### src/source/video_pkg.sv
// Colour format definitions
`default_nettype none

package video_pkg;

	// palette index and colour word sizes
	localparam int INDEX_W = 8;
	localparam int COLOR_W = 15;

	// dither position, eight steps
	localparam int PHASE_W = 3;

	// one 5-bit channel is a coarse DAC level plus a fine level
	typedef struct packed {
		logic [1:0] red_coarse;
		logic [2:0] red_fine;
		logic [1:0] grn_coarse;
		logic [2:0] grn_fine;
		logic [1:0] blu_coarse;
		logic [2:0] blu_fine;
	} color_t;

	// pulse patterns per fine level, bit n is the step at phase n
	// the number of ones grows with the fine level
	localparam logic [(1 << PHASE_W) - 1:0] DITHER_PATTERN [0:7] = '{
		8'b00000000,
		8'b00000001,
		8'b01000001,
		8'b01000101,
		8'b10100101,
		8'b10100111,
		8'b11010111,
		8'b11011111
	};

endpackage

`default_nettype wire
### src/source/color_dither.sv
// Colour dither and DAC output
`timescale 1ns/1ns
`default_nettype none

module color_dither (
	input  wire logic                          clk,
	input  wire logic                          rst_n,
	input  wire video_pkg::color_t             pixel_color,
	input  wire logic                          blank_aligned,
	input  wire logic [video_pkg::PHASE_W-1:0] phase,
	output      logic [1:0]                    vred,
	output      logic [1:0]                    vgrn,
	output      logic [1:0]                    vblu
);

	video_pkg::color_t color;
	logic [1:0]        red_next;
	logic [1:0]        grn_next;
	logic [1:0]        blu_next;

	// one coarse step where the pattern has a pulse, saturating at 3
	function automatic logic [1:0] dither_step(
		input logic [1:0]                    coarse,
		input logic [2:0]                    fine,
		input logic [video_pkg::PHASE_W-1:0] ph
	);
		logic pulse;
		pulse = video_pkg::DITHER_PATTERN[fine][ph];
		if (pulse && (coarse != 2'b11))
			return coarse + 2'b01;
		return coarse;
	endfunction

	// blanked pixels are black
	assign color = blank_aligned ? '0 : pixel_color;

	assign red_next = dither_step(color.red_coarse, color.red_fine, phase);
	assign grn_next = dither_step(color.grn_coarse, color.grn_fine, phase);
	assign blu_next = dither_step(color.blu_coarse, color.blu_fine, phase);

	always_ff @(posedge clk)
	begin
		if (!rst_n)
		begin
			vred <= 2'b00;
			vgrn <= 2'b00;
			vblu <= 2'b00;
		end
		else
		begin
			vred <= red_next;
			vgrn <= grn_next;
			vblu <= blu_next;
		end
	end

endmodule

`default_nettype wire

### config.mk
export PLATFORM = sky130hd
export DESIGN_NAME = color_dither
export DESIGN_NICKNAME = d
export VERILOG_FILES = /design/src/source/video_pkg.sv /design/src/source/color_dither.sv
export SDC_FILE = /design/constraint.sdc
export NUM_CORES = 1
export LEC_CHECK = 0
export CORE_AREA = 8 8 45 47
export DETAILED_ROUTE_END_ITERATION = 8
export DIE_AREA = 0 0 53 55
export DONT_BUFFER_PORTS = 1
export PLACE_DENSITY_LB_ADDON = 0.05
export REMOVE_ABC_BUFFERS = 1
export SYNTH_ARGS = -nofsm -noshare
export SYNTH_HDL_FRONTEND = slang
export SYNTH_SLANG_ARGS = --single-unit
### constraint.sdc
create_clock -name clk -period 3.58 [get_ports clk]
set_input_delay 0.716 -clock clk [delete_from_list [all_inputs] [get_ports clk]]
set_output_delay 0.716 -clock clk [all_outputs]
set_load 0.05 [all_outputs]
== Word-level counts from Yosys, hierarchy flattened ==
Memories as Yosys holds them, arrays and structs flattened.
Index checks and enable logic that the tools add are counted.
Storage, ports and cells
  bits in registers: 6
  bits in read-only memories: 192
  bits of input ports: 21
  output and inout port bits: 6
  word-level logic and storage cells: 44
  memories kept: 3
Memories
  (no name shown): depth 8, width 8, read ports 1, clocked after memory_dff 0, write ports 0, RTL line color_dither.sv:28  | pulse = video_pkg::DITHER_PATTERN[fine][ph];
  (no name shown): depth 8, width 8, read ports 1, clocked after memory_dff 0, write ports 0, RTL line color_dither.sv:28
  (no name shown): depth 8, width 8, read ports 1, clocked after memory_dff 0, write ports 0, RTL line color_dither.sv:28
Operators by class
  $add $sub $neg: 3
  order comparisons: 4
  eq/ne operators: 3
  mux-type cells: 22
  bitwise operators: 3
  reduce and logical (&&, ||, !) cells: 3
Operator list (number)
  two-way mux 8 bit: 6
  two-way mux 15 bit: 1
  greater-or-equal comparator 4 bit (second input constant): 3
  two-way mux 2 bit: 6
  inverter 3 -> 4 bit: 3
  binary-select mux 1 bit (select 3 bit): 3
  adder 2 x 1 -> 2 bit (second input constant): 3
  two-way mux 1 bit: 6
  != test 2 bit (second input constant): 3
  less-than comparator 3 x 4 -> 1 bit (second input constant): 1
  logical AND 1 bit: 3

== Longest topological paths before layout ==
  depth after elaboration: 10
  depth in mapped cells: 6
  gate-level depth less buffers: 6

== Worst setup path before layout ==
Ideal clock, no wire load.
  kind: input to register
  start point: input pixel_color[8] (netlist name)
  end point: register vgrn[0]
  library setup time: 72 ps
  data arrival time: 1789 ps
  required time: 3508 ps
  setup slack: 1719 ps
  cell stages on the path: 6
  path through: nor2b_1 ha_1 nor2_1 o21ai_0 a2111oi_2 mux2i_1
On the way
  cells in the longest elaborated chain, start to end: 5
  elaborated cells on any way between the ends: 7
Ends and longest elaborated chain
  start, declared: RTL line color_dither.sv:8  | input wire video_pkg::color_t pixel_color,
  two-way mux 15 bit (*): RTL line color_dither.sv:35  | assign color = blank_aligned ? '0 : pixel_color;
  parallel branches: the longest is 3 deep, another holds adder 2 x 1 -> 2 bit
  two-way mux 2 bit (*): RTL line color_dither.sv:31  | return coarse;
  end signal, assigned: RTL line color_dither.sv:52  | vgrn <= grn_next;
  end, declared: RTL line color_dither.sv:12  | output logic [1:0] vgrn,
Mark *: on every way between the ends. The select of a mux whose other input is x is not followed.
A chain may end at the register's enable or synchronous reset.

== Final worst setup path ==
  start point: input pixel_color[4] (netlist name)
  end point: register vblu[1]
On the way
  cells in the longest elaborated chain, start to end: 5
  elaborated cells on any way between the ends: 7
Ends and longest elaborated chain
  two-way mux 15 bit (*): RTL line color_dither.sv:35
  parallel branches: the longest is 3 deep, another holds adder 2 x 1 -> 2 bit
  two-way mux 2 bit (*): RTL line color_dither.sv:31
  end signal, assigned: RTL line color_dither.sv:53  | vblu <= blu_next;
  end, declared: RTL line color_dither.sv:13  | output logic [1:0] vblu
Marked as above.

==> flow_summary.ini <==
[clocking]
clock_transition_at_the_register_clock_pins_on_the_worst_setup_and_hold_paths_after_cts_ns = 0.04
cts.sinks = 6
postCtsHoldBufs = 0
cts-htree-levels = 1
cts_setup_buffers = 0
cts_made_buffers = 3
post_cts_resize_count = 0
number_of_buffers_on_the_longest_clock_path = 2
cts_tree = done
clk_root_buffer_cell = clkbuf_4

[synthesis]
post_synth.cell_area_avg_um2 = 8.40
seq_area_frac_synth_pct = 24.2
synth.lib_cells_used.distinct = 16
synth-seq-cells = 6
mappedNetlistArea_um2 = 495
synth.yosys.warnings = 0
synthesis.instances = 59

[global_routing]
global_route.usage.total_pct = 8.97
antenna_found_initial = 0
grt_start_max_net_pins = 13
first_global_vias = 421
grt_pass1_wl_um = 1870
globalRoute.totalOverflow = 0

[placed_design]
dp_worst_setup_slack_ns = 1.61
finalWeightedCongestion = 0.663
place.port_buffers = 0
detailed_place.area_um2 = 512
place_inst = 74

[routing]
drt_first_iter_violations = 11
detailroute.via_count = 429
drt_pass_1_iters = 2
drt_drc_violations_left = 0
route.detailed.wl_per_inst_um = 15.5
antenna_violating_nets_post_route = 0
avgViaCountPerCell = 5.57
finalWirelength_um = 1190

[worst_setup_path]
cp.buffers_inverters = 0
arrival_ns = 1.88
crit_path_cell_trace = nor2b_1 > ha_1 > nor2_1 > o21ai_0 > a2111oi_2 > mux2i_1
endpoint_kind = register
critical_path_required_ns = 3.75
timing.setup.critical_path_class = primary input to register
cp_slowest_stage_delay_ns = 0.45
worst-path-max-fanout = 2
cp_slowest_cell = a2111oi_2
cpLargestDelayFamily = compound AO/OA/AOI/OAI gates
setup.worst_path.start_class = primary input

[sta]
fmaxAchievable_ghz = 0.584
rsz0062_at_grt = false
final_period_minus_worst_setup_slack_ns = 1.71
worst_slew_slack_as_a_fraction_of_its_limit_pct = 67.1
setup_ws_ns = 1.87
final.period_utilization_pct = 47.8
setup_viol = 0
slew_viol_final = 0
setup-tns-final_ns = 0
holdWs_ns = 0.612
finalHoldViolations = 0
worst_pin_slew_ns = 0.492

[power_and_ir_drop]
ir_worst_vdd_uv = 154
power_density_nw_per_um2 = 345
power.clock.fraction_pct = 33.2
power.share.sequential_pct = 49.4
power.switching_mw = 0.0574
internal_power_mw = 0.127
share_of_power_burned_in_combinational_logic_pct = 17.4
leakagePower_nw = 0.198
netSwitchingFraction_pct = 31.1
p_total_mw = 0.184

[die]
initial_core_util_pct = 35.8
floorplan.io_pins = 27
floorplan.rows = 14
coreArea_um2 = 1380
die_width_um = 53
dieArea_um2 = 2920
die_height_um = 55

[flow_run]
max_cap_violations = 0

[layout]
n_fill_cell = 152
antenna_cells = 0
syn_to_final_growth_pct = 7.83
finish.utilization_pct = 38.6
nNetsFinal = 87
postLayoutCellArea_um2 = 534
fraction_of_layout_cells_with_a_size_suffix_above_1_pct = 11.5
final_cells = 77

[min_path]
timing.hold.worst.class = primary input to register
worstHoldPathCells = 2
holdCritStartpoint = rst_n
min_delay_worst_endpoint = vblu[0]

[status]
run_status = finished clean
## power groups by stage
stage | Clock (mW) | Sequential [mW] | Combinational (mW)
after global placement | 0 | 0.0925 | 0.0328
after detailed placement | 0 | 0.0924 | 0.0325
after global routing | 0.0716 | 0.0916 | 0.0368
final | 0.0611 | 0.0910 | 0.0321
after floorplan | 0 | 0.0915 | 0.0287
after CTS | 0.0669 | 0.0912 | 0.0326
## synth_stat cells
master,n,area (um^2)
nand2_1,9,33.8
inv_1,2,7.51
dfxtp_1,6,120
mux2i_1,6,60.1
o21ai_0,3,15.0
nand2b_1,4,25.0
clkbuf_1,1,3.75
a2111oi_2,3,45.0
a221oi_1,3,26.3
or2b_2,1,8.76
a211oi_1,3,22.5
ha_1,3,37.5
a21boi_1,3,22.5
nor2b_1,6,37.5
o22ai_1,3,18.8
nor2_1,3,11.3
## registers in the layout, indices dropped and copies added, names as in the netlist
name	cells
vred	2
vgrn	2
vblu	2
## kinds of logic (layout without fill, tap and decap cells)
group | Yosys count | in the layout | synth area share (%)
buffers and inverters | 3 | 5 | 2.27
and+or+nand+nor | 23 | 23 | 23.5
muxes | 6 | 6 | 12.1
adders and majority gates | 3 | 3 | 7.58
DFF | 6 | 6 | 24.2
AOI/OAI and AO/OA | 18 | 18 | 30.3
## how the worst max path moves through the flow
stage,from,endpoint,cells after the start
floorplan,pixel_color[8],vgrn[0],6
global placement,pixel_color[4],vblu[0],6
detailed placement,pixel_color[4],vblu[1],6
CTS,pixel_color[4],vblu[1],6
global route,pixel_color[8],vgrn[1],6
finish,pixel_color[4],vblu[1],6
## cell type report
cell class / count / area, um^2 / share of cell area [%]
Clock buffer: 3 / 22.5 / 4.22
Multi-Input combinational cell: 50 / 364 / 68.1
Inverter: 2 / 7.51 / 1.41
Tap cell: 16 / 20.0 / 3.75
Sequential cell: 6 / 120 / 22.5
## layout by cell type (no fill, tap or decap), types with 4 or more instances in the layout
master    n
nand2_1   9
nor2b_1   6
dfxtp_1   6
nand2b_1  4
mux2i_1   6
## routing by layer
layer  wire length (um)  global-route usage [%]  vias up
met5                  0                       0        -
met4                  8                    5.17        0
met3                135                    6.42        2
met2                601                    14.5       14
met1                446                    8.22      190
li1                   -                       -      223
Note: power is estimated with default switching activity, not from simulation.
