===== src/source/video_pkg.sv =====
// Colour format definitions
`default_nettype none

package video_pkg;

	// palette index and colour word sizes
	localparam int INDEX_W = 8;
	localparam int COLOR_W = 15;

	// dither position, eight steps
	localparam int PHASE_W = 3;

	// one 5-bit channel is a coarse DAC level plus a fine level
	typedef struct packed {
		logic [1:0] red_coarse;
		logic [2:0] red_fine;
		logic [1:0] grn_coarse;
		logic [2:0] grn_fine;
		logic [1:0] blu_coarse;
		logic [2:0] blu_fine;
	} color_t;

	// pulse patterns per fine level, bit n is the step at phase n
	// the number of ones grows with the fine level
	localparam logic [(1 << PHASE_W) - 1:0] DITHER_PATTERN [0:7] = '{
		8'b00000000,
		8'b00000001,
		8'b01000001,
		8'b01000101,
		8'b10100101,
		8'b10100111,
		8'b11010111,
		8'b11011111
	};

endpackage

`default_nettype wire

===== src/source/pixel_source_select.sv =====
// Pixel source selection
`timescale 1ns/1ns
`default_nettype none

module pixel_source_select (
	input  wire logic                          clk,
	input  wire logic                          rst_n,
	input  wire logic                          vga_on,
	input  wire logic                          tv_strobe,
	input  wire logic                          hires,
	input  wire logic [1:0]                    nibble_sel,
	input  wire logic                          vga_blank,
	input  wire logic                          tv_blank,
	input  wire logic [7:0]                    tv_pixel,
	input  wire logic [7:0]                    vga_pixel,
	output      logic [video_pkg::INDEX_W-1:0] index,
	output      logic                          blank_aligned
);

	logic [7:0] tv_q;
	logic [7:0] src_byte;
	logic       low_nibble;
	logic       blank;

	// tv byte held between strobes
	always_ff @(posedge clk)
	begin
		if (tv_strobe)
			tv_q <= tv_pixel;
	end

	assign src_byte   = vga_on ? vga_pixel : tv_q;
	assign low_nibble = vga_on ? nibble_sel[0] : nibble_sel[1];
	assign blank      = vga_on ? vga_blank : tv_blank;

	// hires uses the top 16 palette entries
	assign index = hires ? {4'b1111, low_nibble ? src_byte[3:0] : src_byte[7:4]} : src_byte;

	// blank follows the ram read latency
	always_ff @(posedge clk)
	begin
		if (!rst_n)
			blank_aligned <= 1'b1;
		else
			blank_aligned <= blank;
	end

endmodule

`default_nettype wire


===== config.mk =====
export PLATFORM = sky130hd
export DESIGN_NAME = pixel_source_select
export DESIGN_NICKNAME = d
export VERILOG_FILES = /design/src/source/video_pkg.sv /design/src/source/pixel_source_select.sv
export SDC_FILE = /design/constraint.sdc
export NUM_CORES = 1
export LEC_CHECK = 0
export ABC_AREA = 1
export BUFFER_PORTS_ARGS = -buffer_cell sky130_fd_sc_hd__buf_4
export CORE_UTILIZATION = 31
export CTS_CLUSTER_DIAMETER = 30
export CTS_CLUSTER_SIZE = 40
export DETAILED_ROUTE_END_ITERATION = 8
export PLACE_DENSITY = 0.73
export SLEW_MARGIN = 20
export SYNTH_ARGS = -nofsm -noshare
export SYNTH_HDL_FRONTEND = slang
export SYNTH_SLANG_ARGS = --single-unit

===== constraint.sdc =====
create_clock -name clk -period 0.8 [get_ports clk]
set_input_delay 0.08 -clock clk [delete_from_list [all_inputs] [get_ports clk]]
set_output_delay 0.08 -clock clk [all_outputs]
set_load 0.01 [all_outputs]

**Word level (Yosys, flattened, before mapping)**

Index checks and enable logic that the tools add are counted.
W data, S select, Z words.

- Mux-type cells: 5

Operators by type and width:

| operator | number |
|---|---|
| $mux W8 | 2 |
| $mux W4 | 1 |
| $mux W1 | 2 |

- Bits in registers: 9
- Input port bits: 25
- Logic and storage cells: 7

**Depth between registers and ports, before layout**

Gate-level depths: netlist of run 1.

- Depth after elaboration: 3
- Depth in mapped cells: 5
- Mapped depth without buffers: 5

**Least setup slack after synthesis of run 1**

Ideal clock, no wire load.

- Kind: register to output
- Start point: reg tv_q[4]
- End point: out index[0] in the netlist's numbering
- Data arrival time: 0.588 ns
- Slack: 0.132 ns
- Cell stages (with the launch flop): 5
- Cell sequence: edfxtp_1 > nand2_1 > nand2_1 > nand2_1 > nand2_1

- Cells in the longest elaborated chain, start to end: 3

Ends and longest elaborated chain:

| what | RTL line | text |
|---|---|---|
| start: declaration | pixel_source_select.sv:20 | `logic [7:0] tv_q;` |
| start signal: assignment | pixel_source_select.sv:29 | `tv_q <= tv_pixel;` |
| $mux W8 | pixel_source_select.sv:32 | `assign src_byte = vga_on ? vga_pixel : tv_q;` |
| $mux W4 | pixel_source_select.sv:37 | `assign index = hires ? {4'b1111, low_nibble ? src_byte[3:0] : src_byte[7:4]} : src_byte;` |
| $mux W8 | pixel_source_select.sv:37 |  |
| end: declaration | pixel_source_select.sv:16 | `output logic [video_pkg::INDEX_W-1:0] index,` |

No other way between the ends.

**Worst setup path in the final report of run 1**

- Start point: reg tv_q[5]
- End point: out index[1] in the netlist's numbering

The elaborated chain is that of the path after synthesis.

==> results of run 1 <==
## power by group
| group | internal [mW] | switching (mW) |
|---|---|---|
| Clock | 0.192 | 0.150 |
| Combinational | 0.218 | 0.152 |
| Sequential | 0.552 | 0.0110 |
## path summary, 6_finish.rpt
| check | start | endpoint |
|---|---|---|
| worst max-delay path | tv_q[5] | index[1] |
| worst min-delay path | rst_n | blank_aligned |
## timing repair
| action | CTS | global route |
|---|---|---|
| resized for setup | 4 | 4 |
| hold buffers | 8 | 0 |
| endpoints found under the hold margin | 8 | 0 |
| endpoints found under the setup margin | 8 | 8 |
| pin swaps | 6 | 0 |
| gates cloned | 0 | 0 |
## cell families after synthesis
logic type,after synthesis,share of synthesized area (%)
flops,9,53.7
buf+inv,4,4.65
simple gates,49,41.6
## state kept, by name, summed over array words and instances, names as in the netlist
signal and count:
blank_aligned 1, tv_q 8
## cell type report
type                    count  area (µm²)  share of cell area, %
repair buffers             44         373                   41.5
flip-flops and latches      9         260                   29.0
multi-input cells          49         209                   23.3
clock buffers               4        26.3                   2.92
well taps                  15        18.8                   2.09
inverters                   3        11.3                   1.25
## cell usage in the layout (no fill, tap or decap)
cell type / count
buf_4: 30
buf_6: 6
clkbuf_1: 1
clkbuf_4: 3
dfxtp_1: 1
dlygate4sd3_1: 8
edfxtp_1: 8
inv_1: 2
inv_2: 1
nand2_1: 40
nand2_2: 1
nand3_1: 5
nand3_2: 1
nor2_2: 1
nor2_4: 1
## metal layers
metal	wire length (µm)	track usage, %	vias up
met1	514	18.7	217
met5	0	0	-
met3	81	3.48	3
met2	583	23.4	22
met4	29	9.68	0
li1	-	-	291
## per-stage QoR
stage | setup TNS (ns) | instances | total power [mW]
6_report | -1.94 | 124 | 1.27
5_1_grt | -2.59 | 124 | 1.34
4_1_cts | -2.08 | 124 | 1.29
3_5_place_dp | -0.284 | 112 | 0.884
3_3_place_gp | -0.156 | 112 | 0.882
2_1_floorplan | 0 | 62 | 0.697
==> impl_metrics.json, run 1 <==
{
  "status": "complete, but fails checks",
  "failed_checks": "setup timing",
  "rows": 13,
  "yosys-top-cells-count": "nand2_1, edfxtp_1, nand3_1",
  "nets": 135,
  "die-area_mm2": 0.00172,
  "drtAntennaViolNets": 0,
  "final_area_um2": 898,
  "fmax_mhz": 916,
  "synth_largest_area_cell": "edfxtp_1",
  "cts_setup_buffers": 0,
  "fin_util_pct": 65.0,
  "whs_ns": 0.0198,
  "path_buf_inv": 1,
  "yosysUniqueCellTypes": 9,
  "gr-total-overflow": 0,
  "htree_levels": 1,
  "grt_util_all_layers_pct": 15.1,
  "max_cap_viol_count": 0,
  "first_pass_iters": 4,
  "period_needed_ns": 1.09,
  "crit_top_cell": "nand2_1",
  "critPathMaxStageDelay_ns": 0.37,
  "grt_pass1_vias": 521,
  "synth_area_leaders": "edfxtp_1, nand2_1, nand3_1",
  "antenna_found_initial": 0,
  "cts_tree": "done",
  "routabilityCongestion": 0.758,
  "hold_path.class": "in2reg",
  "cts_buffers": 3,
  "die_h_um": 41.5,
  "fin_crit_sh_pct": 136,
  "placeableCoreArea_mm2": 0.00138,
  "syn_nets": 87,
  "place_area_um2": 762,
  "tightestPinTransition_ns": 0.168,
  "area_growth_pct": 85.5,
  "ios": 34,
  "finalSetupViolCount": 8,
  "hold_viol": 0,
  "synthFlopType": "edfxtp_1",
  "drc": 0,
  "start_util_pct": 35.0,
  "fp.dieW_um": 41.5,
  "dr_total_vias": 533,
  "irDropWorstVdd_uv": 980,
  "drtIter0Drc": 10,
  "cts-root-buf": "clkbuf_4",
  "rsz0062_at_grt": "true",
  "ys_ff_latch": 9,
  "portBuffers": 33,
  "synthesis.instances": 62,
  "cp-end-kind": "primary output",
  "wl_per_cell_um": 9.74,
  "crit_type": "reg2out",
  "cts_buffer_depth": 2,
  "grt_max_degree": 11,
  "num_antenna_cells": 0,
  "grt_pass1_wl_um": 1970,
  "vias_per_cell": 4.30,
  "dp_hpwl_um": 923,
  "place_ws_ns": -0.0810,
  "drive_gt1_share_pct": 40.4,
  "n_fill_cell": 115,
  "worst_slack_ns": -0.292,
  "critical_path.top_delay_family": "flip-flops",
  "syn_area_per_cell_um2": 7.81,
  "yosys.area.top_type_share_pct": 49.6,
  "worstSetupStartpointType": "register",
  "totalWireLength_um": 1210,
  "async_flop_share_pct": 0,
  "crit_path_max_fanout": 2,
  "slew_violations": 0,
  "synthesis.area_um2": 484,
  "cp_num_cells": 5,
  "path_cells": "nand2_1 -> nand2_1 -> nand2_1 -> nand2_1 -> buf_6",
  "yosysWarningCount": 0,
  "synth_most_common_cell": "nand2_1",
  "arrival_ns": 1.01,
  "crit_required_ns": 0.72,
  "p_leak_nw": 0.467,
  "crit_slowest_cell": "edfxtp_1",
  "powerDensity_mw_per_mm2": 1420,
  "max_slew_margin_pct": 88.8,
  "yosysSeqAreaShare_pct": 53.7,
  "clkTransAtPathRegs_ns": 0.06,
  "synth_edf_count": 8,
  "worstHoldPathCells": 2,
  "clock-sinks": 9
}
(Power assumes the default switching activity.)
==> inputs of run 2 (changes only) <==
--- a/config.mk
+++ b/config.mk
@@ -11,7 +11,7 @@
 export CTS_CLUSTER_DIAMETER = 30
 export CTS_CLUSTER_SIZE = 40
 export DETAILED_ROUTE_END_ITERATION = 8
-export PLACE_DENSITY = 0.73
+export PLACE_DENSITY = 0.66
 export SLEW_MARGIN = 20
 export SYNTH_ARGS = -nofsm -noshare
 export SYNTH_HDL_FRONTEND = slang
==> impl_metrics.json, run 2 (same netlist as run 1, synthesis figures left out) <==
{
  "rows": 13,
  "max_slew_margin_pct": 88.6,
  "grt_util_all_layers_pct": 14.6,
  "final_area_um2": 902,
  "arrival_ns": 1.01,
  "cts-root-buf": "clkbuf_4",
  "cts_tree": "done",
  "route.met2.wl_um": 637,
  "largest_reg_flops": 8,
  "regMostFlops": "tv_q",
  "dp_hpwl_um": 931,
  "fin_crit_sh_pct": 136,
  "n_fill_cell": 130,
  "power_mw": 1.28,
  "drtAntennaViolNets": 0,
  "hold_viol": 0,
  "place_area_um2": 754,
  "hold_path.class": "in2reg",
  "max_cap_viol_count": 0,
  "wl_met1_um": 538,
  "die_h_um": 41.5,
  "grt_pass1_vias": 467,
  "grt_pass1_wl_um": 1930,
  "slew_violations": 0,
  "gr-total-overflow": 0,
  "clkTransAtPathRegs_ns": 0.06,
  "nets": 134,
  "vias_per_cell": 4.36,
  "clock-sinks": 9,
  "powerDensity_mw_per_mm2": 1410,
  "portBuffers": 33,
  "first_pass_iters": 4,
  "top_layer": "met4",
  "reg_top3": "tv_q: 8 flops, blank_aligned: 1 flops",
  "final_cell_mix": "nand2_1, buf_4, dlygate4sd3_1, edfxtp_1, buf_6",
  "grt_max_degree": 11,
  "area_growth_pct": 86.3,
  "finalSetupTns_ns": -1.95,
  "ios": 34,
  "worst_slack_ns": -0.286,
  "wl_per_cell_um": 10.1,
  "rsz0062_at_grt": "true",
  "fmax_mhz": 921,
  "routabilityCongestion": 0.728,
  "antenna_found_initial": 0,
  "status": "complete, but fails checks",
  "drive_gt1_share_pct": 41.7,
  "fp.dieW_um": 41.5,
  "cts_buffer_depth": 2,
  "tightestPinTransition_ns": 0.171,
  "cts_setup_buffers": 0,
  "irDropWorstVdd_uv": 887,
  "totalWireLength_um": 1240,
  "num_antenna_cells": 0,
  "crit_path_max_fanout": 2,
  "dr_total_vias": 536,
  "finalSetupViolCount": 8,
  "drc": 0,
  "layout_commonest_cell": "nand2_1",
  "wl_met3_um": 53,
  "cts_buffers": 3,
  "fin_util_pct": 65.2,
  "period_needed_ns": 1.09,
  "start_util_pct": 35.0,
  "worstSetupStartpointType": "register",
  "crit_type": "reg2out",
  "htree_levels": 1,
  "cp-end-kind": "primary output",
  "p_leak_nw": 0.466,
  "placeableCoreArea_mm2": 0.00138,
  "crit_required_ns": 0.72,
  "drtIter0Drc": 11,
  "die-area_mm2": 0.00172,
  "failed_checks": "setup timing"
}
[run 2: cell types whose count changed in the layout (fill, tap and decap cells not counted), sizes merged]
cell,previous run,this run
buf,36,35
[run 2: worst max-delay path, cell delays in order (launching register included)]
cell      delay, ns
edfxtp_1       0.39
nand2_2        0.09
nand2_1        0.05
nand2_1        0.06
nand2_1        0.06
buf_6          0.12
[run 2: final timing paths]
kind              startpoint             to  slack, ns  cells past startpoint
setup / recovery     tv_q[4]       index[0]      -0.29                      5
hold / removal         rst_n  blank_aligned       0.03                      2
[run 2: final cells by class]
cell class / count / area, µm² / share of cell area (%)
timing repair buffer: 43 / 369 / 40.9
inverter: 3 / 11.3 / 1.25
sequential: 9 / 260 / 28.8
multi-input combinational: 49 / 216 / 24.0
clock buffer: 4 / 26.3 / 2.91
tap: 15 / 18.8 / 2.08
[run 2: per-layer routing]
layer,vias to the layer above,global-route usage (%)
li1,288,-
met1,227,17.6
met2,19,23.1
met3,2,3.04
met4,0,9.68
met5,-,0
[run 2: what timing repair did]
| action | 4_1_cts | 5_1_grt |
|---|---|---|
| hold buffers | 7 | 1 |
| pin swaps | 3 | 2 |
| resized for setup | 4 | 7 |
| setup endpoints to repair | 8 | 8 |
| hold endpoints to repair | 7 | 1 |
[run 2: through the flow]
step,hold WS (ns),setup WS [ns],instances
6_report,0.0280,-0.286,123
4_1_cts,0.000355,-0.297,122
2_1_floorplan,0.164,0.132,62
3_5_place_dp,0.259,-0.0775,111
5_1_grt,0.0225,-0.360,123
3_3_place_gp,0.258,-0.0591,111
[run 2: where the power goes]
group          internal, mW  leakage, nW  switching, mW  total (mW)
combinational         0.218        0.364          0.157       0.375
clock                 0.191       0.0150          0.147       0.338
sequential            0.552       0.0867         0.0117       0.563
==> inputs of run 3 (changes only) <==
==> constraint.sdc (replaced) <==
create_clock -name clk -period 0.9 [get_ports clk]
set_input_delay 0.09 -clock clk [delete_from_list [all_inputs] [get_ports clk]]
set_output_delay 0.09 -clock clk [all_outputs]
set_load 0.01 [all_outputs]
==> impl_metrics.json, run 3 (same netlist as run 1, synthesis figures left out) <==
{
  "critPathMaxStageDelay_ns": 0.37,
  "nets": 134,
  "final_cell_mix": "nand2_1, buf_4, dlygate4sd3_1, edfxtp_1",
  "rsz0062_at_grt": "true",
  "vias_per_cell": 4.44,
  "cts-root-buf": "clkbuf_4",
  "cts_setup_buffers": 0,
  "drc": 0,
  "start_util_pct": 35.0,
  "clock-sinks": 9,
  "crit_top_cell": "nand2_1",
  "cp-end-kind": "primary output",
  "period_needed_ns": 1.10,
  "die_h_um": 41.5,
  "ios": 34,
  "portBuffers": 33,
  "grt_max_degree": 11,
  "wl_per_cell_um": 9.86,
  "placeableCoreArea_mm2": 0.00138,
  "arrival_ns": 1.01,
  "fp.dieW_um": 41.5,
  "p_leak_nw": 0.460,
  "dp_hpwl_um": 953,
  "crit_slowest_cell": "edfxtp_1",
  "fin_crit_sh_pct": 122,
  "fin_util_pct": 64.0,
  "worstSetupStartpointType": "register",
  "hold_viol": 0,
  "dp.cells": 111,
  "grt_pass1_vias": 451,
  "hold_path.class": "in2reg",
  "reg_top3": "tv_q: 8 flops, blank_aligned: 1 flops",
  "largest_reg_flops": 8,
  "final_area_um2": 885,
  "powerDensity_mw_per_mm2": 1260,
  "crit_path_max_fanout": 2,
  "regMostFlops": "tv_q",
  "cts_buffers": 3,
  "tightestPinTransition_ns": 0.152,
  "cts_buffer_depth": 2,
  "htree_levels": 1,
  "die-area_mm2": 0.00172,
  "grt_util_all_layers_pct": 13.7,
  "drtAntennaViolNets": 0,
  "area_growth_pct": 82.7,
  "routabilityCongestion": 0.750,
  "place_area_um2": 754,
  "crit_required_ns": 0.81,
  "dr_total_vias": 546,
  "layout_commonest_cell": "nand2_1",
  "rows": 13,
  "irDropWorstVdd_uv": 846,
  "fmax_mhz": 910,
  "failed_checks": "setup timing",
  "num_antenna_cells": 0,
  "path_cells": "nand2_1 -> nand2_1 -> nand2_1 -> nand2_1 -> buf_6",
  "finalSetupViolCount": 8,
  "drtIter0Drc": 17,
  "whs_ns": 0.0299,
  "first_pass_iters": 4,
  "crit_type": "reg2out",
  "fin_cells": 123,
  "gr-total-overflow": 0,
  "drive_gt1_share_pct": 38.9,
  "worst_slack_ns": -0.199,
  "status": "complete, but fails checks",
  "max_cap_viol_count": 0,
  "slew_violations": 0,
  "path_buf_inv": 1,
  "max_slew_margin_pct": 89.8,
  "totalWireLength_um": 1210,
  "critical_path.top_delay_family": "flip-flops",
  "antenna_found_initial": 0,
  "clkTransAtPathRegs_ns": 0.06,
  "cts_tree": "done",
  "grt_pass1_wl_um": 1800
}
[run 3: changes by cell type in the layout (fill, tap and decap cells not counted)]
cell	previous run	this run
nand3_2	2	1
nand2_2	2	0
nand3_1	4	5
buf_4	28	30
nand2_1	39	41
buf_6	7	5
[run 3: per-stage QoR]
step,TNS [ns],power (mW),worst slack [ns]
after floorplan,0,0.620,0.222
after global placement,0,0.781,0.0258
after detailed placement,0,0.784,0.0145
after CTS,-1.22,1.10,-0.191
after global routing,-1.77,1.20,-0.275
final,-1.17,1.11,-0.199
[run 3: what timing repair did]
action	CTS	global route
endpoints found under the hold margin	0	8
pin swaps	5	4
gates resized for setup	5	1
hold buffers	0	8
endpoints found under the setup margin	8	8
[run 3: where the power goes]
group / internal [mW] / switching, mW
combinational: 0.188 / 0.133
clock: 0.170 / 0.122
sequential: 0.491 / 0.00955
[run 3: cell type report]
| cell class | instances | area [µm²] |
|---|---|---|
| repair buffers | 43 | 362 |
| clock buffers | 4 | 26.3 |
| well taps | 15 | 18.8 |
| fillers | 135 | 498 |
| multi-input cells | 49 | 206 |
| flip-flops and latches | 9 | 260 |
| inverters | 3 | 11.3 |
[run 3: worst paths after layout]
| kind | start | endpoint | slack, ns | cells past startpoint |
|---|---|---|---|---|
| setup / recovery | tv_q[6] | index[2] | -0.20 | 5 |
| hold / removal | rst_n | blank_aligned | 0.03 | 2 |
[run 3: per-layer routing]
layer,global-route usage (%),vias to the layer above,share of wire [%]
met4,9.68,0,1.2
li1,-,290,-
met2,20.6,19,53
met5,0,-,0
met1,17.4,235,41
met3,2.61,2,4.7
