File: config.mk
export PLATFORM = sky130hd
export DESIGN_NAME = apb_palette_fsm_flat
export DESIGN_NICKNAME = d
export VERILOG_FILES = /design/src/source/apb_pkg.sv /design/src/source/video_pkg.sv /design/src/source/palette_bus_if.sv /design/src/source/apb_palette_fsm.sv /design/src/flat_wrapper.sv
export SDC_FILE = /design/constraint.sdc
export NUM_CORES = 1
export LEC_CHECK = 0
export BUFFER_PORTS_ARGS = -buffer_cell sky130_fd_sc_hd__buf_2
export CORE_MARGIN = 2
export CORE_UTILIZATION = 37
export CTS_CLUSTER_DIAMETER = 120
export DETAILED_ROUTE_END_ITERATION = 10
export PLACE_DENSITY = 0.89
export RECOVER_POWER = 25
export SLEW_MARGIN = 30
export SYNTH_ARGS = -nofsm -noshare
export SYNTH_HDL_FRONTEND = slang
export SYNTH_SLANG_ARGS = --single-unit
File: constraint.sdc
create_clock -name clk -period 3 [get_ports clk]
set_input_delay 0.45 -clock clk [delete_from_list [all_inputs] [get_ports clk]]
set_output_delay 0.45 -clock clk [all_outputs]
set_load 0.01 [all_outputs]
File: src/source/apb_pkg.sv
// APB bus constants
`default_nettype none

package apb_pkg;

	// bus widths
	localparam int ADDR_W = 10;
	localparam int DATA_W = 16;

	// one palette entry per 32-bit word slot
	localparam int ENTRY_HI = 9;
	localparam int ENTRY_LO = 2;

	// low address bits that must be zero
	localparam int ALIGN_HI = 1;

endpackage

`default_nettype wire

File: src/source/video_pkg.sv
// Colour format definitions
`default_nettype none

package video_pkg;

	// palette index and colour word sizes
	localparam int INDEX_W = 8;
	localparam int COLOR_W = 15;

	// dither position, eight steps
	localparam int PHASE_W = 3;

	// one 5-bit channel is a coarse DAC level plus a fine level
	typedef struct packed {
		logic [1:0] red_coarse;
		logic [2:0] red_fine;
		logic [1:0] grn_coarse;
		logic [2:0] grn_fine;
		logic [1:0] blu_coarse;
		logic [2:0] blu_fine;
	} color_t;

	// pulse patterns per fine level, bit n is the step at phase n
	// the number of ones grows with the fine level
	localparam logic [(1 << PHASE_W) - 1:0] DITHER_PATTERN [0:7] = '{
		8'b00000000,
		8'b00000001,
		8'b01000001,
		8'b01000101,
		8'b10100101,
		8'b10100111,
		8'b11010111,
		8'b11011111
	};

endpackage

`default_nettype wire
File: src/source/palette_bus_if.sv
// CPU side colour RAM access
`timescale 1ns/1ns
`default_nettype none

interface palette_bus_if;

	logic                          we;
	logic                          re;
	logic [video_pkg::INDEX_W-1:0] addr;
	video_pkg::color_t             wdata;
	// valid one clock after re
	video_pkg::color_t             rdata;

	modport cpu (
		output we, re, addr, wdata,
		input  rdata
	);

	modport ram (
		input  we, re, addr, wdata,
		output rdata
	);

endinterface

`default_nettype wire

File: src/source/apb_palette_fsm.sv
// APB palette slave
`timescale 1ns/1ns
`default_nettype none

module apb_palette_fsm (
	input  wire logic                       clk,
	input  wire logic                       rst_n,
	input  wire logic                       psel,
	input  wire logic                       penable,
	input  wire logic                       pwrite,
	input  wire logic [apb_pkg::ADDR_W-1:0] paddr,
	input  wire logic [apb_pkg::DATA_W-1:0] pwdata,
	output      logic [apb_pkg::DATA_W-1:0] prdata,
	output      logic                       pready,
	output      logic                       pslverr,
	palette_bus_if.cpu                      bus
);

	localparam int PAD_W = apb_pkg::DATA_W - video_pkg::COLOR_W;

	typedef enum logic [1:0] {
		ST_IDLE,
		ST_ACCESS,
		ST_RD_WAIT,
		ST_DONE
	} state_t;

	state_t state;
	logic   setup;
	logic   misaligned;

	// setup phase of a new transfer
	assign setup = (state == ST_IDLE) && psel && !penable;
	assign misaligned = |paddr[apb_pkg::ALIGN_HI:0];

	always_ff @(posedge clk)
	begin
		if (!rst_n)
		begin
			state   <= ST_IDLE;
			pready  <= 1'b0;
			pslverr <= 1'b0;
			bus.we  <= 1'b0;
			bus.re  <= 1'b0;
		end
		else
		begin
			// strobes and handshake last one cycle
			bus.we  <= 1'b0;
			bus.re  <= 1'b0;
			pready  <= 1'b0;
			pslverr <= 1'b0;
			case (state)
				ST_IDLE:
					if (setup)
					begin
						if (misaligned)
						begin
							state   <= ST_ACCESS;
							pready  <= 1'b1;
							pslverr <= 1'b1;
						end
						else if (pwrite)
						begin
							state  <= ST_ACCESS;
							pready <= 1'b1;
							bus.we <= 1'b1;
						end
						else
						begin
							state  <= ST_RD_WAIT;
							bus.re <= 1'b1;
						end
					end
				// ram read in flight, answer next cycle
				ST_RD_WAIT:
				begin
					state  <= ST_DONE;
					pready <= 1'b1;
				end
				ST_ACCESS,
				ST_DONE:
					state <= ST_IDLE;
				default:
					state <= ST_IDLE;
			endcase
		end
	end

	// address and data captured in the setup cycle
	always_ff @(posedge clk)
	begin
		if (setup)
		begin
			bus.addr  <= paddr[apb_pkg::ENTRY_HI:apb_pkg::ENTRY_LO];
			// top data bit has no storage
			bus.wdata <= video_pkg::color_t'(pwdata[video_pkg::COLOR_W-1:0]);
		end
	end

	assign prdata = (state == ST_DONE) ? {{PAD_W{1'b0}}, bus.rdata} : '0;

endmodule

`default_nettype wire

File: src/flat_wrapper.sv
// flat-port wrapper written by rule: the top's interface ports become plain ports
module apb_palette_fsm_flat 
  (clk, rst_n, psel, penable, pwrite, paddr, pwdata, prdata, pready, pslverr, bus_we, bus_re, bus_addr, bus_wdata, bus_rdata);
  palette_bus_if bus_i ();
  input  wire logic clk;
  input  wire logic rst_n;
  input  wire logic psel;
  input  wire logic penable;
  input  wire logic pwrite;
  input  wire logic [apb_pkg::ADDR_W-1:0] paddr;
  input  wire logic [apb_pkg::DATA_W-1:0] pwdata;
  output      logic [apb_pkg::DATA_W-1:0] prdata;
  output      logic pready;
  output      logic pslverr;
  output wire logic [$bits(bus_i.we)-1:0] bus_we;
  output wire logic [$bits(bus_i.re)-1:0] bus_re;
  output wire logic [$bits(bus_i.addr)-1:0] bus_addr;
  output wire logic [$bits(bus_i.wdata)-1:0] bus_wdata;
  input wire logic [$bits(bus_i.rdata)-1:0] bus_rdata;
  assign bus_we = bus_i.we;
  assign bus_re = bus_i.re;
  assign bus_addr = bus_i.addr;
  assign bus_wdata = bus_i.wdata;
  assign bus_i.rdata = bus_rdata;
  apb_palette_fsm u_core (.clk(clk), .rst_n(rst_n), .psel(psel), .penable(penable), .pwrite(pwrite), .paddr(paddr), .pwdata(pwdata), .prdata(prdata), .pready(pready), .pslverr(pslverr), .bus(bus_i));
endmodule
After elaboration in Yosys (flattened, before gate mapping)
Cells that the tools add are included.

storage, ports and cells
  flip-flop bits (word level) = 29
  output and inout port bits = 43
  logic and storage cells = 38

cells by class
  eq/ne operators = 4
  mux-type cells = 11
  bitwise logic cells = 3
  reduce and logical (&&, ||, !) cells = 8

operator list
  cell                  count
  $mux W15              1
  $mux W2               3
  $pmux W2 S3           1
  $mux W1               5
  $reduce_or A5 Y1      1
  $eq A2 B2 Y1 const B  2
  $reduce_or A2 Y1      2
  $not A1 Y1            3
  $reduce_and A3 Y1     1
  $eq A2 B1 Y1 const B  1
  $logic_and A1 B1 Y1   2
  $logic_not A2 Y1      1
  $ne A2 B1 Y1 const B  1
  $pmux W1 S2           1
  $logic_not A1 Y1      1

Logic depth before layout (Yosys ltp)
Gate-level depths: netlist of the first run.

  depth in word-level cells = 5
  mapped depth = 2

Worst setup path after synthesis of the first run
OpenSTA, ideal clock, no wires.

  path kind = input to register
  start point = input port penable
  end point = register u_core.bus.addr[0] (enable)
  arrival = 1.836 ns
  required time = 2.597 ns
  setup slack = 0.761 ns
  cell stages on the path = 2
  path buffers = 0
  path through = or3b_4 > nor2_1

between the ends
  word-level cells in the longest chain between the ends = 2

ends and longest elaborated chain
  element                 line                   RTL
  start, declared         flat_wrapper.sv:8      input wire logic penable;
  $logic_not A1 Y1        apb_palette_fsm.sv:33  assign setup = (state == ST_IDLE) && psel && !penable;
  $logic_and A1 B1 Y1     apb_palette_fsm.sv:33
  named net u_core.setup  apb_palette_fsm.sv:29  logic setup;
  end signal, assigned    apb_palette_fsm.sv:95  bus.addr <= paddr[apb_pkg::ENTRY_HI:apb_pkg::ENTRY_LO];
  end, declared           palette_bus_if.sv:15   output we, re, addr, wdata,

The timed path passes the listed nets, and every way through them passes these cells.
A chain may end at the register's enable or synchronous reset.

Worst setup path in the final report of the first run
  start point = register u_core.state[0]
  end point = output port prdata[4] (netlist name)

between the ends
  word-level cells in the longest chain between the ends = 2

ends and longest elaborated chain
  element                 line                    RTL
  start, declared         apb_palette_fsm.sv:28   state_t state;
  start signal, assigned  apb_palette_fsm.sv:40   state <= ST_IDLE;
  start signal, assigned  apb_palette_fsm.sv:59   state <= ST_ACCESS;
  start signal, assigned  apb_palette_fsm.sv:65   state <= ST_ACCESS;
  $eq A2 B2 Y1            apb_palette_fsm.sv:101  assign prdata = (state == ST_DONE) ? {{PAD_W{1'b0}}, bus.rdata} : '0;
  $mux W15                apb_palette_fsm.sv:101
  end, declared           flat_wrapper.sv:12      output logic [apb_pkg::DATA_W-1:0] prdata;

Every way passes these cells.

==> results.md, run 1 <==
* WL met3 at 274 um
* WS Path Type: reg2out
* Hold Vio Cnt, Final at 0
* Gr ovfl total at 0
* Worst-path fanout max at 19
* Cell accounting for the most synthesized area: edfxtp_1
* Highest routed layer: met4
* Synth top area share at 0.672
* Ys flop type: edfxtp_1
* Yosys cell types at 17
* Placer congestion estimate at 0.664
* Clock sink count at 29
* Clk_skew at 0.00426 ns
* Arrival time at the worst endpoint at 1.31 ns
* Mapped Cells at 63
* Worst hold path type: in2reg
* Number of max-cap violations at 0
* Post-Place Worst Slack at 1.33 ns
* Clk pin slew, worst setup/hold paths at 0.08 ns
* Largest net degree at the start of global routing at 24
* Final TNS setup at 0 ns
* Top cells by area, synth: edfxtp_1 67%, dfxtp_1 12%, and3_1 6.1%
* Mapped Area at 1030 sq um
* Number of global-route vias before repair at 786
* Clock tree buffer depth at 2
* Ant diodes at 0
* Period utilization at 0.586
* Hold_sp: pwdata[6]
* Worst r2r src: u_core.state[1]
* Die Y at 56.7 um
* Routed Antenna Nets at 0
* First DRT Iteration DRCs at 12
* LEAKAGE at 0.789 nW
* Pwr per Cell Area at 473 nW/um^2
* Fmax at 569 MHz
* I/O Buffers at 86
* Crit start category: register
* Post-synth EDFFs at 23
* Unrepaired setup endpoints after global routing: false
* Post-DR wirelength/cell at 12.5 um
* WL met1 at 864 um
* VDD IR max at 0.350 mV
* Status: finished, final reports clean
* Core area at 2690 sq um
* Die area at 3220 sq um
* Via count at 836
* FP Rows at 19
* Critical path launch point: u_core.state[0]
* Post-CTS Hold Buffers at 0
* Final wirelength at 2.32 mm
* Ys async rst share at 0
* TritonCTS clock tree: built
* Final Slew Violations at 0
* Final HPWL DP at 1.88 mm
* Area growth, synth to finish at 50.0%
* DR WL met2 at 1.17 mm
* GRT Util Overall at 0.156
* Die X at 56.7 um
* First-pass GRT wire length at 3.64 mm
* CTS Buf Count at 5
* Skew-Pair Late Insertion Delay at 0.31 ns
* Final setup viols at 0
* DR vias/cell at 4.49
* Avg Cell Area, Syn at 16.3 sq um
* Synth Net Count at 109
* Total Nets Final at 200
* Post-cts sizing count at 0
* Critical Path End Type: primary output
* Post-CTS Setup Bufs at 0
* Final WS setup at 1.24 ns
* Hold Slack at 0.307 ns
* Register area share after synthesis at 0.788
* H-tree depth at 2
* CP Data Required Time at 2.55 ns
* Clk Tree Root Cell: clkbuf_4
* Crit path time final at 1.76 ns
* DR DRC count at 0
* Initial core utilization at 0.383
* Flops & latches, synth at 29
* TritonRoute pass-1 iters at 4
* Num ports at 89
* Layout cell share with drive strength beyond 1 at 0.652
* Initial antenna violation count at 0
* YS warnings at 0
-- cells in the mapped netlist (2+ instances only) --
cell type / number
and3_1: 10
nor3_1: 3
clkbuf_1: 2
and3_2: 5
edfxtp_1: 23
o21ai_0: 3
nor2_1: 2
dfxtp_1: 6
-- worst paths after layout --
| path | cells after the start | end | slack [ns] |
|---|---|---|---|
| setup / recovery | 2 | prdata[4] | 1.24 |
| hold / removal | 1 | u_core.bus.wdata[6] | 0.31 |
| setup reg to reg | 3 | u_core.bus.addr[1] | 1.39 |
| hold reg to reg | 2 | u_core.state[0] | 0.72 |
-- cells by family after synthesis --
| logic type | Yosys count | synth area share |
|---|---|---|
| buf+inv | 4 | 0.0183 |
| simple gates | 26 | 0.175 |
| other cells | 1 | 0.00365 |
| flops | 29 | 0.788 |
| compound gates | 3 | 0.0146 |
-- area by class of cell --
class / instances / area (sq um)
Inverter: 1 / 3.75
Sequential cell: 29 / 811
Timing Repair Buffer: 87 / 438
Tap cell: 31 / 38.8
Multi-Input combinational cell: 30 / 201
Clock inverter: 3 / 12.5
Fill cell: 224 / 1140
Clock buffer: 5 / 37.5
-- cell usage in the layout (no fill, tap or decap), types with 2 or more instances in the layout --
master,instances
o21ai_0,3
clkinv_1,2
edfxtp_1,23
nor3_1,3
and3_1,10
dfxtp_1,6
buf_2,86
clkbuf_4,5
and3_2,5
-- critical path, cell delays in order (launching register included) --
cell,delay [ns]
dfxtp_1,0.60
and3_2,0.27
buf_2,0.13
-- flip-flops by register name, indices dropped and copies added, names as in the netlist --
signal	cells
u_core.bus.wdata	15
u_core.bus.addr	8
u_core.state	2
u_core.bus.re	1
u_core.bus.we	1
u_core.pready	1
u_core.pslverr	1
-- routing by layer --
metal / vias up / track usage
li1: 418 / -
met1: 368 / 0.169
met2: 48 / 0.251
met3: 2 / 0.0876
met4: 0 / 0.0612
met5: - / 0
-- report_power, final --
group / internal (mW) / switching [mW]
registers: 0.452 / 0.00649
logic: 0.0348 / 0.0324
clock network: 0.0844 / 0.119
-- stage by stage --
step | instance area [sq um] | utilization | power (mW) | std cells
3_5_place_dp | 1490 | 0.556 | 0.537 | 178
2_1_floorplan | 1030 | - | 0.491 | 63
5_1_grt | 1540 | 0.574 | 0.773 | 186
6_report | 1540 | 0.574 | 0.730 | 186
3_3_place_gp | 1490 | 0.556 | 0.532 | 178
4_1_cts | 1540 | 0.574 | 0.744 | 186
Note: power is estimated with default switching activity, not from simulation.
==> inputs of run 2 (changes only) <==
==> constraint.sdc (replaced) <==
create_clock -name clk -period 1.64 [get_ports clk]
set_input_delay 0.246 -clock clk [delete_from_list [all_inputs] [get_ports clk]]
set_output_delay 0.246 -clock clk [all_outputs]
set_load 0.01 [all_outputs]
==> run 2 against run 1 <==
Against the previous run:
- via count is 1.3% higher
- cell count is 0.54% higher
- critical path depth stayed put
- flip-flop and latch count stayed put
- first-iteration DRC count is 8.3% higher
- non-clock buffer count is 1 higher
- clock skew is 0.0013 ns higher
- sequential share of layout area is 0.92 points lower
- setup slack worse by 1.0 ns
- core utilization is 1.1 points higher
- power is 88% higher
==> results.md, run 2 (same netlist as run 1, synthesis figures left out) <==
* First-pass GRT wire length at 3.86 mm (+6.3%)
* Total Nets Final at 201 (+0.50%)
* Die X at 56.7 um (unchanged)
* Worst r2r src: u_core.state[1]
* DR DRC count at 0 (unchanged)
* Clock tree buffer depth at 2 (unchanged)
* Initial antenna violation count at 0 (unchanged)
* Fmax at 713 MHz
* Hold worst-path end: u_core.bus.addr[1]
* Layout cell share with drive strength beyond 1 at 0.667 (+0.0151)
* CP Data Required Time at 1.39 ns (-1.16 ns)
* Pwr per Cell Area at 874 nW/um^2 (+85%)
* Arrival time at the worst endpoint at 1.16 ns (-0.15 ns)
* Total power at 1.38 mW (+88%)
* Skew-Pair Late Insertion Delay at 0.31 ns (about the same)
* Biggest regs: u_core.bus.wdata: 15 flops, u_core.bus.addr: 8 flops, u_core.state: 2 flops
* Placed cells at 179 (+0.56%)
* R2r setup slk at 0.31 ns (-1.08 ns)
* Most frequent cells in the layout: 85 x buf_2, 23 x edfxtp_1, 10 x and3_1
* Via count at 847 (+1.3%)
* VDD IR max at 0.720 mV (+110%)
* Number of max-cap violations at 0 (unchanged)
* TritonCTS clock tree: built
* Placer congestion estimate at 0.669 (+0.81%)
* Cell at the slowest stage of the critical path: dfxtp_2
* Worst hold path type: in2reg
* Final Slew Violations at 0 (unchanged)
* Worst Path Buf+Inv at 1 (unchanged)
* Final wirelength at 2.42 mm (+4.4%)
* CTS Buf Count at 5 (unchanged)
* Largest Register: u_core.bus.wdata
* Final TNS setup at 0 ns (unchanged)
* Hold Vio Cnt, Final at 0 (unchanged)
* LEAKAGE at 0.797 nW (+1.0%)
* CP top delay family: flip-flops
* Hold_sp: paddr[3]
* Core area at 2690 sq um (unchanged)
* R2R depth at 3 (unchanged)
* Die Y at 56.7 um (unchanged)
* DR vias/cell at 4.53 (+0.77%)
* Clk Tree Root Cell: clkbuf_4
* Max incr delay on CP at 0.49 ns (-0.11 ns)
* Ant diodes at 0 (unchanged)
* Largest net degree at the start of global routing at 24 (unchanged)
* Critical Path End Type: primary output
* Clk_skew at 0.00553 ns (+0.00127 ns)
* FP Rows at 19 (unchanged)
* Period utilization at 0.856
* Critical Path, Cell by Cell: and3_2 -> buf_2
* Final Util at 0.585 (+0.0112)
* Max reg flops at 15 (unchanged)
* Hold Path Stages at 1 (unchanged)
* Clock sink count at 29 (unchanged)
* Fin cells at 187 (+0.54%)
* Crit start category: register
* Area growth, synth to finish at 52.9%
* Most common cell after layout, fill and taps aside: buf_2
* Die area at 3220 sq um (unchanged)
* Critical path launch point: u_core.state[0]
* Initial core utilization at 0.383 (unchanged)
* Routed Antenna Nets at 0 (unchanged)
* Worst-path fanout max at 19 (unchanged)
* Unrepaired setup endpoints after global routing: false
* GRT Util Overall at 0.163 (+0.00781)
* Final setup viols at 0 (unchanged)
* TritonRoute pass-1 iters at 4 (unchanged)
* First DRT Iteration DRCs at 13 (+1)
* Post-DR wirelength/cell at 12.9 um (+3.9%)
* RR Endpoint: u_core.bus.addr[5]
* Post-CTS Setup Bufs at 0 (unchanged)
* Clk pin slew, worst setup/hold paths at 0.09 ns (about the same)
* H-tree depth at 2 (unchanged)
* Gr ovfl total at 0 (unchanged)
* I/O Buffers at 86 (unchanged)
* Crit path time final at 1.40 ns
* WS Path Type: reg2out
* Number of global-route vias before repair at 845 (+7.5%)
* Status: finished, final reports clean
* Num ports at 89 (unchanged)
run 2: worst max path at each step:
stage	endpoint	slack, ns	depth (start not counted)
6_report	prdata[8]	0.24	2
5_1_grt	prdata[8]	0.16	2
4_1_cts	prdata[8]	0.03	2
3_5_place_dp	u_core.bus.addr[6]	0.28	4
3_3_place_gp	u_core.bus.wdata[10]	0.29	4
2_1_floorplan	u_core.bus.addr[0]	0.12	2
run 2: where the power goes:
group | total, mW | leakage, nW | switching [mW] | internal, mW
Sequential | 0.839 | 0.264 | 0.0111 | 0.828
Combinational | 0.131 | 0.502 | 0.0627 | 0.0682
Clock | 0.405 | 0.0310 | 0.244 | 0.161
run 2: area by class of cell:
cell class | instances | area, sq um
fillers | 200 | 1110
multi-input cells | 30 | 206
flip-flops and latches | 29 | 812
clock buffers | 5 | 37.5
repair buffers | 88 | 457
inverters | 1 | 3.75
well taps | 31 | 38.8
clock inverters | 3 | 17.5
run 2: repair_timing:
action | CTS | global route
endpoints found under the setup margin | 0 | 13
hold buffers | 0 | 0
endpoints found under the hold margin | 0 | 0
resized for setup | 0 | 1
run 2: metal layers:
metal | vias up | wire, um | part of all wire | track usage
met5 | - | 0 | 0 | 0
met4 | 0 | 37 | 0.015 | 0.0884
met3 | 4 | 302 | 0.12 | 0.0737
met2 | 53 | 1160 | 0.48 | 0.262
met1 | 368 | 924 | 0.38 | 0.179
li1 | 422 | - | - | -
run 2: through the flow:
stage,setup WS (ns),hold WS [ns],area [sq um]
after floorplan,0.117,0.345,1040
after global placement,0.290,0.423,1520
after detailed placement,0.281,0.424,1520
after CTS,0.0328,0.0808,1570
after global routing,0.158,0.0793,1570
final,0.237,0.0976,1570
